## config.mk

```make
export PLATFORM = sky130hd
export DESIGN_NAME = tile_store_top
export DESIGN_NICKNAME = d
export VERILOG_FILES = /design/src/rtl/store_pkg.sv /design/src/rtl/beat_fifo_if.sv /design/src/rtl/beat_fifo.sv /design/src/rtl/tile_store_top.sv /design/src/rtl/tile_waddr_gen.sv /design/src/rtl/tile_wdata_drain.sv
export SDC_FILE = /design/constraint.sdc
export NUM_CORES = 2
export LEC_CHECK = 0
export BUFFER_PORTS_ARGS = -buffer_cell sky130_fd_sc_hd__buf_4
export CORE_AREA = 2 2 416 418
export CTS_CLUSTER_DIAMETER = 150
export DETAILED_ROUTE_END_ITERATION = 10
export DIE_AREA = 0 0 418 420
export PLACE_DENSITY = 0.79
export SYNTH_ARGS = -nofsm -noshare
export SYNTH_HDL_FRONTEND = slang
export SYNTH_SLANG_ARGS = --single-unit
```

## constraint.sdc

```tcl
create_clock -name clk -period 19.5 [get_ports clk]
set_input_delay 3.9 -clock clk [delete_from_list [all_inputs] [get_ports clk]]
set_output_delay 3.9 -clock clk [all_outputs]
set_load 0.01 [all_outputs]
```

## src/rtl/store_pkg.sv

```systemverilog
// Shared widths, burst shape and types for the tile store datapath.
// Imported by every RTL block and by the testbench.

`default_nettype none

package store_pkg;

    // --------------------
    // Bus and grid widths
    localparam int ADDR_W = 64;
    localparam int LEN_W  = 8;
    localparam int GRID_W = 10;
    localparam int DATA_W = 128;

    // --------------------
    // Burst shape
    localparam int BURST_BEATS  = 7;
    localparam int BURST_LEN    = BURST_BEATS - 1;
    localparam int BURST_STRIDE = BURST_BEATS * (DATA_W / 8);
    localparam int BEAT_IDX_W   = $clog2(BURST_BEATS);

    // --------------------
    // Beat buffer
    localparam int FIFO_DEPTH = 16;
    localparam int FIFO_PTR_W = $clog2(FIFO_DEPTH);
    localparam int FIFO_CNT_W = $clog2(FIFO_DEPTH + 1);

    typedef logic [ADDR_W-1:0]     addr_t;
    typedef logic [GRID_W-1:0]     grid_t;
    typedef logic [DATA_W-1:0]     beat_t;
    // Holds (2^GRID_W)^2 bursts
    typedef logic [2*GRID_W:0]     burst_cnt_t;

    // One-hot states of the address generator
    typedef enum logic [2:0] {
        GEN_IDLE = 3'b001,
        GEN_ADDR = 3'b010,
        GEN_SEND = 3'b100
    } gen_state_t;

endpackage

`default_nettype wire

```

## src/rtl/beat_fifo_if.sv

```systemverilog
// Push and pop sides of the data-beat FIFO.
// writer feeds beats in, reader drains them, store is the FIFO itself.

`timescale 1ns/1ps
`default_nettype none

interface beat_fifo_if import store_pkg::*; ();

    logic  push;
    beat_t push_data;
    logic  full;
    logic  pop;
    beat_t pop_data;
    logic  empty;

    modport writer (
        output push, push_data,
        input  full
    );

    modport reader (
        output pop,
        input  pop_data, empty
    );

    modport store (
        input  push, push_data, pop,
        output full, pop_data, empty
    );

endinterface

`default_nettype wire

```

## src/rtl/beat_fifo.sv

```systemverilog
// Synchronous first-word-fall-through FIFO for data beats.
// The oldest beat sits on pop_data whenever empty is low. Pushes while
// full are dropped.

`timescale 1ns/1ps
`default_nettype none

module beat_fifo import store_pkg::*; (
    input  logic        clk,
    input  logic        rst_n,
    beat_fifo_if.store  fifo
);

    beat_t mem [FIFO_DEPTH];

    logic [FIFO_PTR_W-1:0] wr_ptr;
    logic [FIFO_PTR_W-1:0] rd_ptr;
    logic [FIFO_CNT_W-1:0] count;

    logic push_ok;
    logic pop_ok;

    assign push_ok = fifo.push && !fifo.full;
    assign pop_ok  = fifo.pop && !fifo.empty;

    assign fifo.full     = (count == FIFO_CNT_W'(FIFO_DEPTH));
    assign fifo.empty    = (count == '0);
    assign fifo.pop_data = mem[rd_ptr];

    // --------------------
    // Storage
    always_ff @(posedge clk) begin
        if (push_ok) begin
            mem[wr_ptr] <= fifo.push_data;
        end
    end

    // --------------------
    // Pointers and occupancy
    always_ff @(posedge clk or negedge rst_n) begin
        if (!rst_n) begin
            wr_ptr <= '0;
            rd_ptr <= '0;
        end else begin
            // Depth is a power of two, pointers wrap naturally
            if (push_ok) begin
                wr_ptr <= wr_ptr + 1'b1;
            end
            if (pop_ok) begin
                rd_ptr <= rd_ptr + 1'b1;
            end
        end
    end

    always_ff @(posedge clk or negedge rst_n) begin
        if (!rst_n) begin
            count <= '0;
        end else begin
            case ({push_ok, pop_ok})
                2'b10:   count <= count + 1'b1;
                2'b01:   count <= count - 1'b1;
                default: count <= count;
            endcase
        end
    end

endmodule

`default_nettype wire

```

## src/rtl/tile_store_top.sv

```systemverilog
// Top level of the tile store.
// Joins the AW generator, the beat FIFO and the W/B drain. Data beats enter
// on in_valid/in_data; in_full warns the source that the FIFO is full.
// done pulses once the whole region has been acknowledged.

`timescale 1ns/1ps
`default_nettype none

module tile_store_top import store_pkg::*; (
    input  logic             clk,
    input  logic             rst_n,
    input  logic             start_pulse,
    input  addr_t            target_address,
    input  grid_t            w1,
    input  grid_t            h1,
    input  logic             in_valid,
    input  beat_t            in_data,
    output logic             in_full,
    output addr_t            m_axi_awaddr,
    output logic [LEN_W-1:0] m_axi_awlen,
    output logic             m_axi_awvalid,
    input  logic             m_axi_awready,
    output beat_t            m_axi_wdata,
    output logic             m_axi_wlast,
    output logic             m_axi_wvalid,
    input  logic             m_axi_wready,
    input  logic             m_axi_bvalid,
    output logic             m_axi_bready,
    output logic             done
);

    beat_fifo_if fifo_if ();

    // Source side of the FIFO
    assign fifo_if.push      = in_valid;
    assign fifo_if.push_data = in_data;
    assign in_full           = fifo_if.full;

    tile_waddr_gen u_waddr_gen (
        .clk            (clk),
        .rst_n          (rst_n),
        .start_pulse    (start_pulse),
        .target_address (target_address),
        .w1             (w1),
        .h1             (h1),
        .m_axi_awaddr   (m_axi_awaddr),
        .m_axi_awlen    (m_axi_awlen),
        .m_axi_awvalid  (m_axi_awvalid),
        .m_axi_awready  (m_axi_awready)
    );

    beat_fifo u_beat_fifo (
        .clk   (clk),
        .rst_n (rst_n),
        .fifo  (fifo_if.store)
    );

    tile_wdata_drain u_wdata_drain (
        .clk          (clk),
        .rst_n        (rst_n),
        .start_pulse  (start_pulse),
        .w1           (w1),
        .h1           (h1),
        .fifo         (fifo_if.reader),
        .m_axi_wdata  (m_axi_wdata),
        .m_axi_wlast  (m_axi_wlast),
        .m_axi_wvalid (m_axi_wvalid),
        .m_axi_wready (m_axi_wready),
        .m_axi_bvalid (m_axi_bvalid),
        .m_axi_bready (m_axi_bready),
        .done         (done)
    );

endmodule

`default_nettype wire

```

## src/rtl/tile_waddr_gen.sv

```systemverilog
// Write-address generator for a rectangular region of tiles.
// After start_pulse it walks x = 0..w1 within each row y = 0..h1 and issues
// one seven-beat AW burst per tile, stepping the address by BURST_STRIDE.
// A start_pulse is only taken while idle.

`timescale 1ns/1ps
`default_nettype none

module tile_waddr_gen import store_pkg::*; (
    input  logic             clk,
    input  logic             rst_n,
    input  logic             start_pulse,
    input  addr_t            target_address,
    input  grid_t            w1,
    input  grid_t            h1,
    output addr_t            m_axi_awaddr,
    output logic [LEN_W-1:0] m_axi_awlen,
    output logic             m_axi_awvalid,
    input  logic             m_axi_awready
);

    gen_state_t cstate;
    gen_state_t nstate;

    grid_t       x;
    // One bit wider so the row count can step past h1 = max
    logic [GRID_W:0] y;
    addr_t       address;
    logic        first_tile;
    logic        row_end;

    assign first_tile = (x == '0) && (y == '0);
    assign row_end    = (x == w1);

    assign m_axi_awaddr  = address;
    assign m_axi_awlen   = LEN_W'(BURST_LEN);
    assign m_axi_awvalid = (cstate == GEN_SEND);

    // --------------------
    // State register and next state
    always_ff @(posedge clk or negedge rst_n) begin
        if (!rst_n) begin
            cstate <= GEN_IDLE;
        end else begin
            cstate <= nstate;
        end
    end

    always_comb begin
        nstate = cstate;
        case (cstate)
            GEN_IDLE: begin
                if (start_pulse) begin
                    nstate = GEN_ADDR;
                end
            end
            GEN_ADDR: begin
                // Row counter past the last row ends the region
                if (y > {1'b0, h1}) begin
                    nstate = GEN_IDLE;
                end else begin
                    nstate = GEN_SEND;
                end
            end
            GEN_SEND: begin
                if (m_axi_awready) begin
                    nstate = GEN_ADDR;
                end
            end
            default: nstate = GEN_IDLE;
        endcase
    end

    // --------------------
    // Grid walk
    always_ff @(posedge clk or negedge rst_n) begin
        if (!rst_n) begin
            x <= '0;
            y <= '0;
        end else if (cstate == GEN_IDLE) begin
            x <= '0;
            y <= '0;
        end else if (cstate == GEN_ADDR) begin
            if (row_end) begin
                x <= '0;
                y <= y + 1'b1;
            end else begin
                x <= x + 1'b1;
            end
        end
    end

    // Burst address, base on the first tile of the region
    always_ff @(posedge clk) begin
        if (cstate == GEN_ADDR) begin
            address <= first_tile ? target_address : address + ADDR_W'(BURST_STRIDE);
        end
    end

endmodule

`default_nettype wire

```

## src/rtl/tile_wdata_drain.sv

```systemverilog
// Write-data channel driver for the tile store.
// Moves beats from the FIFO into a one-beat output register, marks the
// last beat of each burst and counts write responses. done pulses one
// cycle after the response that completes the region.

`timescale 1ns/1ps
`default_nettype none

module tile_wdata_drain import store_pkg::*; (
    input  logic       clk,
    input  logic       rst_n,
    input  logic       start_pulse,
    input  grid_t      w1,
    input  grid_t      h1,
    beat_fifo_if.reader fifo,
    output beat_t      m_axi_wdata,
    output logic       m_axi_wlast,
    output logic       m_axi_wvalid,
    input  logic       m_axi_wready,
    input  logic       m_axi_bvalid,
    output logic       m_axi_bready,
    output logic       done
);

    logic [BEAT_IDX_W-1:0] beat_idx;
    logic                  burst_end;

    logic            busy;
    logic [GRID_W:0] w_tiles;
    logic [GRID_W:0] h_tiles;
    burst_cnt_t      total;
    burst_cnt_t      resp_cnt;
    logic            b_xfer;

    // --------------------
    // Write data path
    // Refill the register when it is empty or being taken this cycle
    assign fifo.pop  = !fifo.empty && (!m_axi_wvalid || m_axi_wready);
    assign burst_end = (beat_idx == BEAT_IDX_W'(BURST_LEN));

    always_ff @(posedge clk or negedge rst_n) begin
        if (!rst_n) begin
            m_axi_wvalid <= 1'b0;
            m_axi_wlast  <= 1'b0;
            beat_idx     <= '0;
        end else if (fifo.pop) begin
            m_axi_wvalid <= 1'b1;
            m_axi_wlast  <= burst_end;
            beat_idx     <= burst_end ? '0 : beat_idx + 1'b1;
        end else if (m_axi_wready) begin
            m_axi_wvalid <= 1'b0;
            m_axi_wlast  <= 1'b0;
        end
    end

    always_ff @(posedge clk) begin
        if (fifo.pop) begin
            m_axi_wdata <= fifo.pop_data;
        end
    end

    // --------------------
    // Response counting
    assign m_axi_bready = 1'b1;
    assign b_xfer       = m_axi_bvalid && m_axi_bready;

    // Bursts in the region, (w1+1)*(h1+1)
    assign w_tiles = {1'b0, w1} + 1'b1;
    assign h_tiles = {1'b0, h1} + 1'b1;

    always_ff @(posedge clk or negedge rst_n) begin
        if (!rst_n) begin
            busy     <= 1'b0;
            total    <= '0;
            resp_cnt <= '0;
            done     <= 1'b0;
        end else begin
            done <= 1'b0;
            if (!busy) begin
                // A start seen mid-run is ignored, as in the generator
                if (start_pulse) begin
                    busy     <= 1'b1;
                    total    <= burst_cnt_t'(w_tiles) * burst_cnt_t'(h_tiles);
                    resp_cnt <= '0;
                end
            end else if (b_xfer) begin
                resp_cnt <= resp_cnt + burst_cnt_t'(1);
                if (resp_cnt + burst_cnt_t'(1) == total) begin
                    done <= 1'b1;
                    busy <= 1'b0;
                end
            end
        end
    end

endmodule

`default_nettype wire

```

==> flow_summary.yaml <==
yosys:
  yosys_warnings: 0
  synth.distinct_cells: 69
  synth_area_sq_mm: 0.09348
  synth-edff-count: 2240
  ys_seq_area_frac: 0.7426
  synth-seq-cells: 2326
  async_reset_ff_frac: 0.03697
  ys.flop_type: "edfxtp_1"
  syn_area_per_cell_sq_um: 21.14
  synth_cells: 4421
final_layout:
  fill_cells: 11280
  nets: 5308
  area_growth_pct: 13.94
  drive_gt1_frac: 0.2907
  layoutNonFillerInstCount: 7360
critical_path:
  r2r_slack_ns: 14.44
  cpMaxStageDelayCell: "xor2_1"
  startpoint: "w1[0]"
  reg2reg_depth: 5
  setup.worst_path.end_class: "flip-flop"
  worstSetupStartpointType: "input pin"
  crit_required_ns: 20.27
  cp_common_cell: "fa_1"
  cp.arrival_ns: 10.20
  worst-path-max-fanout: 15
  r2r_start: "u_beat_fifo.rd_ptr[0]$_DFFE_PN0P_"
  critPathMaxStageDelay_ns: 0.72
  critPathKind: "input pin to flip-flop"
  crit_chain: "buf_4 > ha_1 > nand2_1 > nor2_1 > and3_1 > xor2_1 > nand2_1 > fa_1 > inv_1 > fa_1 > fa_1 > inv_1 > fa_1 > fa_1 > inv_1 > ha_1 > nand2_1 > nor2_1 > a21boi_0 > o2111ai_1 > a2111oi_0 > nand3b_1"
  reg2reg_to: "u_wdata_drain.m_axi_wdata[50]$_DFFE_PP_"
  crit_end: "u_wdata_drain.total[19]$_DFFE_PN0P_"
global_routing:
  antenna_found_initial: 29
  grt_pass1_wl_microns: 327400
  grt_pass1_vias: 48010
  grtUsageTotal: 0.2574
  grt_max_degree: 147
  grt_overflow: 0
sta:
  period_minus_slack_ns: 9.432
  rsz0062_at_grt: "no"
  max_freq_mhz: 106.0
  setup_viol: 0
  fin_tns_setup_ns: 0
  drv_slew: 0
  period_share: 0.4837
  finalHoldViolCount: 0
  worst_pin_slew_ns: 1.138
  slew_headroom: 0.2412
  skew_ns: 0.03973
floorplan:
  io_pins: 425
  die-area_sq_mm: 0.1756
  chipHeight_microns: 420
  fp.coreArea_sq_mm: 0.1710
  die_w_microns: 418
  rows: 152
  start_util: 0.5468
pwr:
  p_int_w: 0.01077
  irDropWorstVdd_mv: 0.1202
  comb_power_share: 0.281
  pwr-share-seq: 0.439
  switching_share: 0.2935
  p_sw_w: 0.004473
  p_leak_nw: 35.53
  clkPwrFrac: 0.280
  p_per_area_mw_per_mm2: 143.1
  total_power_w: 0.01524
placed_design:
  port_buffers: 415
  placed_cells: 6935
  place.gp.congestion: 0.8836
  post-dp-hpwl_microns: 114200
outcome:
  status: "completed"
clock_tree:
  postCtsHoldBufs: 0
  cts_buffer_depth: 3
  htree_levels: 4
  post-cts-setup-buffers: 0
  cts_made_buffers: 220
  post_cts_resized: 0
  path_clk_slew_ns: 0.07
  clock-sinks: 2326
  cts_tree: "done"
  clk_latency_ns: 0.87
  root_buffer: "clkbuf_16"
route:
  drt-total-wl_microns: 223800
  vias_per_cell: 6.315
  vias: 46480
  dr.pass1.iters: 8
  route.detailed.drc: 0
  drtIter0Drc: 4910
  ant_nets: 0
  wl_per_cell_microns: 30.40
min_path:
  hold_class: "flip-flop to flip-flop"
run:
  cap_violations: 0
Yosys cell counts (4+ instances only):
| cell | instances | area [sq um] |
|---|---|---|
| a21o_1 | 9 | 67.56 |
| a21oi_1 | 30 | 150.1 |
| a31oi_1 | 8 | 50.05 |
| and2_1 | 35 | 219.0 |
| and3_1 | 33 | 206.5 |
| and4_1 | 10 | 87.58 |
| buf_1 | 25 | 93.84 |
| buf_2 | 42 | 210.2 |
| buf_4 | 11 | 82.58 |
| clkbuf_1 | 129 | 484.2 |
| dfrtp_1 | 85 | 2127 |
| edfxtp_1 | 2240 | 67260 |
| fa_1 | 80 | 1602 |
| ha_1 | 84 | 1051 |
| inv_1 | 143 | 536.8 |
| mux4_2 | 640 | 14410 |
| nand2_1 | 203 | 762.0 |
| nand2b_1 | 17 | 106.4 |
| nand3_1 | 46 | 230.2 |
| nand4_1 | 26 | 162.7 |
| nand4b_1 | 5 | 43.79 |
| nor2_1 | 104 | 390.4 |
| nor2b_1 | 14 | 87.58 |
| nor3_1 | 20 | 100.1 |
| nor3b_1 | 5 | 37.54 |
| nor4_1 | 7 | 43.79 |
| o2111ai_1 | 4 | 35.03 |
| o211ai_1 | 7 | 52.55 |
| o21a_1 | 7 | 52.55 |
| o21ai_0 | 109 | 545.5 |
| o21ai_1 | 5 | 25.02 |
| o31ai_1 | 15 | 112.6 |
| or3_1 | 7 | 43.79 |
| xnor2_1 | 96 | 840.8 |
| xor2_1 | 66 | 578.1 |
cells by family (layout without fill, tap and decap cells):
group / count (synthesis) / count (layout) / share of synthesized area
flops: 2326 / 2326 / 0.7426
mux: 646 / 646 / 0.1549
simple gates: 557 / 557 / 0.03016
buf+inv: 350 / 1031 / 0.01506
compound gates: 214 / 214 / 0.01369
fa+ha+maj: 164 / 164 / 0.02838
xor+xnor: 162 / 162 / 0.01518
other cells: 2 / 27 / 0.00008034
registers in the layout, indices dropped and copies added (netlist names):
| register | count |
|---|---|
| u_wdata_drain.resp_cnt | 21 |
| u_beat_fifo.mem | 2048 |
| u_waddr_gen.cstate | 3 |
| u_waddr_gen.y | 11 |
| u_beat_fifo.rd_ptr | 4 |
| u_beat_fifo.wr_ptr | 4 |
| u_wdata_drain.m_axi_wlast | 1 |
| u_wdata_drain.total | 21 |
| u_wdata_drain.busy | 1 |
| u_waddr_gen.x | 10 |
| u_waddr_gen.m_axi_awaddr | 64 |
| u_wdata_drain.beat_idx | 3 |
| u_beat_fifo.count | 5 |
| u_wdata_drain.done | 1 |
| u_wdata_drain.m_axi_wvalid | 1 |
| u_wdata_drain.m_axi_wdata | 128 |
worst min path at each step:
stage	from	slack (ns)	cells after the start	end
after floorplan	u_beat_fifo.count[4]$_DFFE_PN0P_	0.46	1	u_beat_fifo.count[4]$_DFFE_PN0P_
after global placement	u_beat_fifo.count[4]$_DFFE_PN0P_	0.48	1	u_beat_fifo.count[4]$_DFFE_PN0P_
after detailed placement	u_beat_fifo.count[4]$_DFFE_PN0P_	0.48	1	u_beat_fifo.count[4]$_DFFE_PN0P_
after CTS	u_beat_fifo.count[4]$_DFFE_PN0P_	0.49	1	u_beat_fifo.count[4]$_DFFE_PN0P_
after global routing	u_beat_fifo.count[4]$_DFFE_PN0P_	0.51	1	u_beat_fifo.count[4]$_DFFE_PN0P_
final	u_beat_fifo.count[4]$_DFFE_PN0P_	0.49	1	u_beat_fifo.count[4]$_DFFE_PN0P_
through the flow:
step	utilization	area, sq um	hold WS, ns	setup slack, ns
global route	0.6230	106500	0.5068	9.622
finish	0.6230	106500	0.4941	10.07
floorplan	-	93510	0.4633	5.644
detailed placement	0.5807	99280	0.4827	9.279
global placement	0.5807	99280	0.4793	9.435
CTS	0.6227	106500	0.4924	10.18
power groups by stage:
stage	registers, W	logic [W]	clock network [W]
after floorplan	0.00672	0.00295	0
after global placement	0.00673	0.00422	0
after detailed placement	0.00677	0.00428	0
after CTS	0.00669	0.00435	0.00434
after global routing	0.00673	0.00458	0.00451
final	0.00669	0.00428	0.00427
cell usage in the layout, fill, tap and decap left out, drive strengths merged, types with 8 or more instances in the layout:
master	instances
edfxtp	2240
mux4	640
buf	482
clkbuf	268
nand2	203
inv	153
o21ai	114
nor2	106
clkinv	99
xnor2	96
dfrtp	85
ha	84
fa	80
xor2	66
nand3	48
and2	35
and3	33
a21oi	30
nand4	28
bufinv	24
nor3	22
diode	18
nand2b	17
o31ai	15
nor2b	14
and4	10
nor4	10
a21o	9
conb	9
a31oi	8
area by class of cell:
| cell class | instances | area [sq um] | area share |
|---|---|---|---|
| diodes | 18 | 45.04 | 0.0004229 |
| clock buffers | 268 | 5747 | 0.05395 |
| repair buffers | 482 | 3722 | 0.03495 |
| clock inverters | 138 | 1428 | 0.01340 |
| multi-input cells | 1752 | 22810 | 0.2141 |
| well taps | 2233 | 2794 | 0.02623 |
| inverters | 143 | 536.8 | 0.005039 |
| flip-flops and latches | 2326 | 69430 | 0.6519 |
worst max-delay path, delay by kind of cell:
| family | cells | cell delay (ns) |
|---|---|---|
| adder cells (fa/ha/maj) | 7 | 2.98 |
| XOR/XNOR | 1 | 0.72 |
| AND/OR/NAND/NOR | 7 | 1.23 |
| AO/OA/AOI/OAI | 3 | 0.99 |
| buffers and inverters | 4 | 0.36 |
per-layer routing:
layer  global-route usage  part of all wire  vias up
li1                     -                 -    19020
met1               0.3308              0.37    24530
met2               0.4361              0.52     2484
met3              0.04512             0.077      418
met4               0.1096             0.039       22
met5                    0           0.00067        -
No activity file was read; power rests on OpenSTA's default activity.
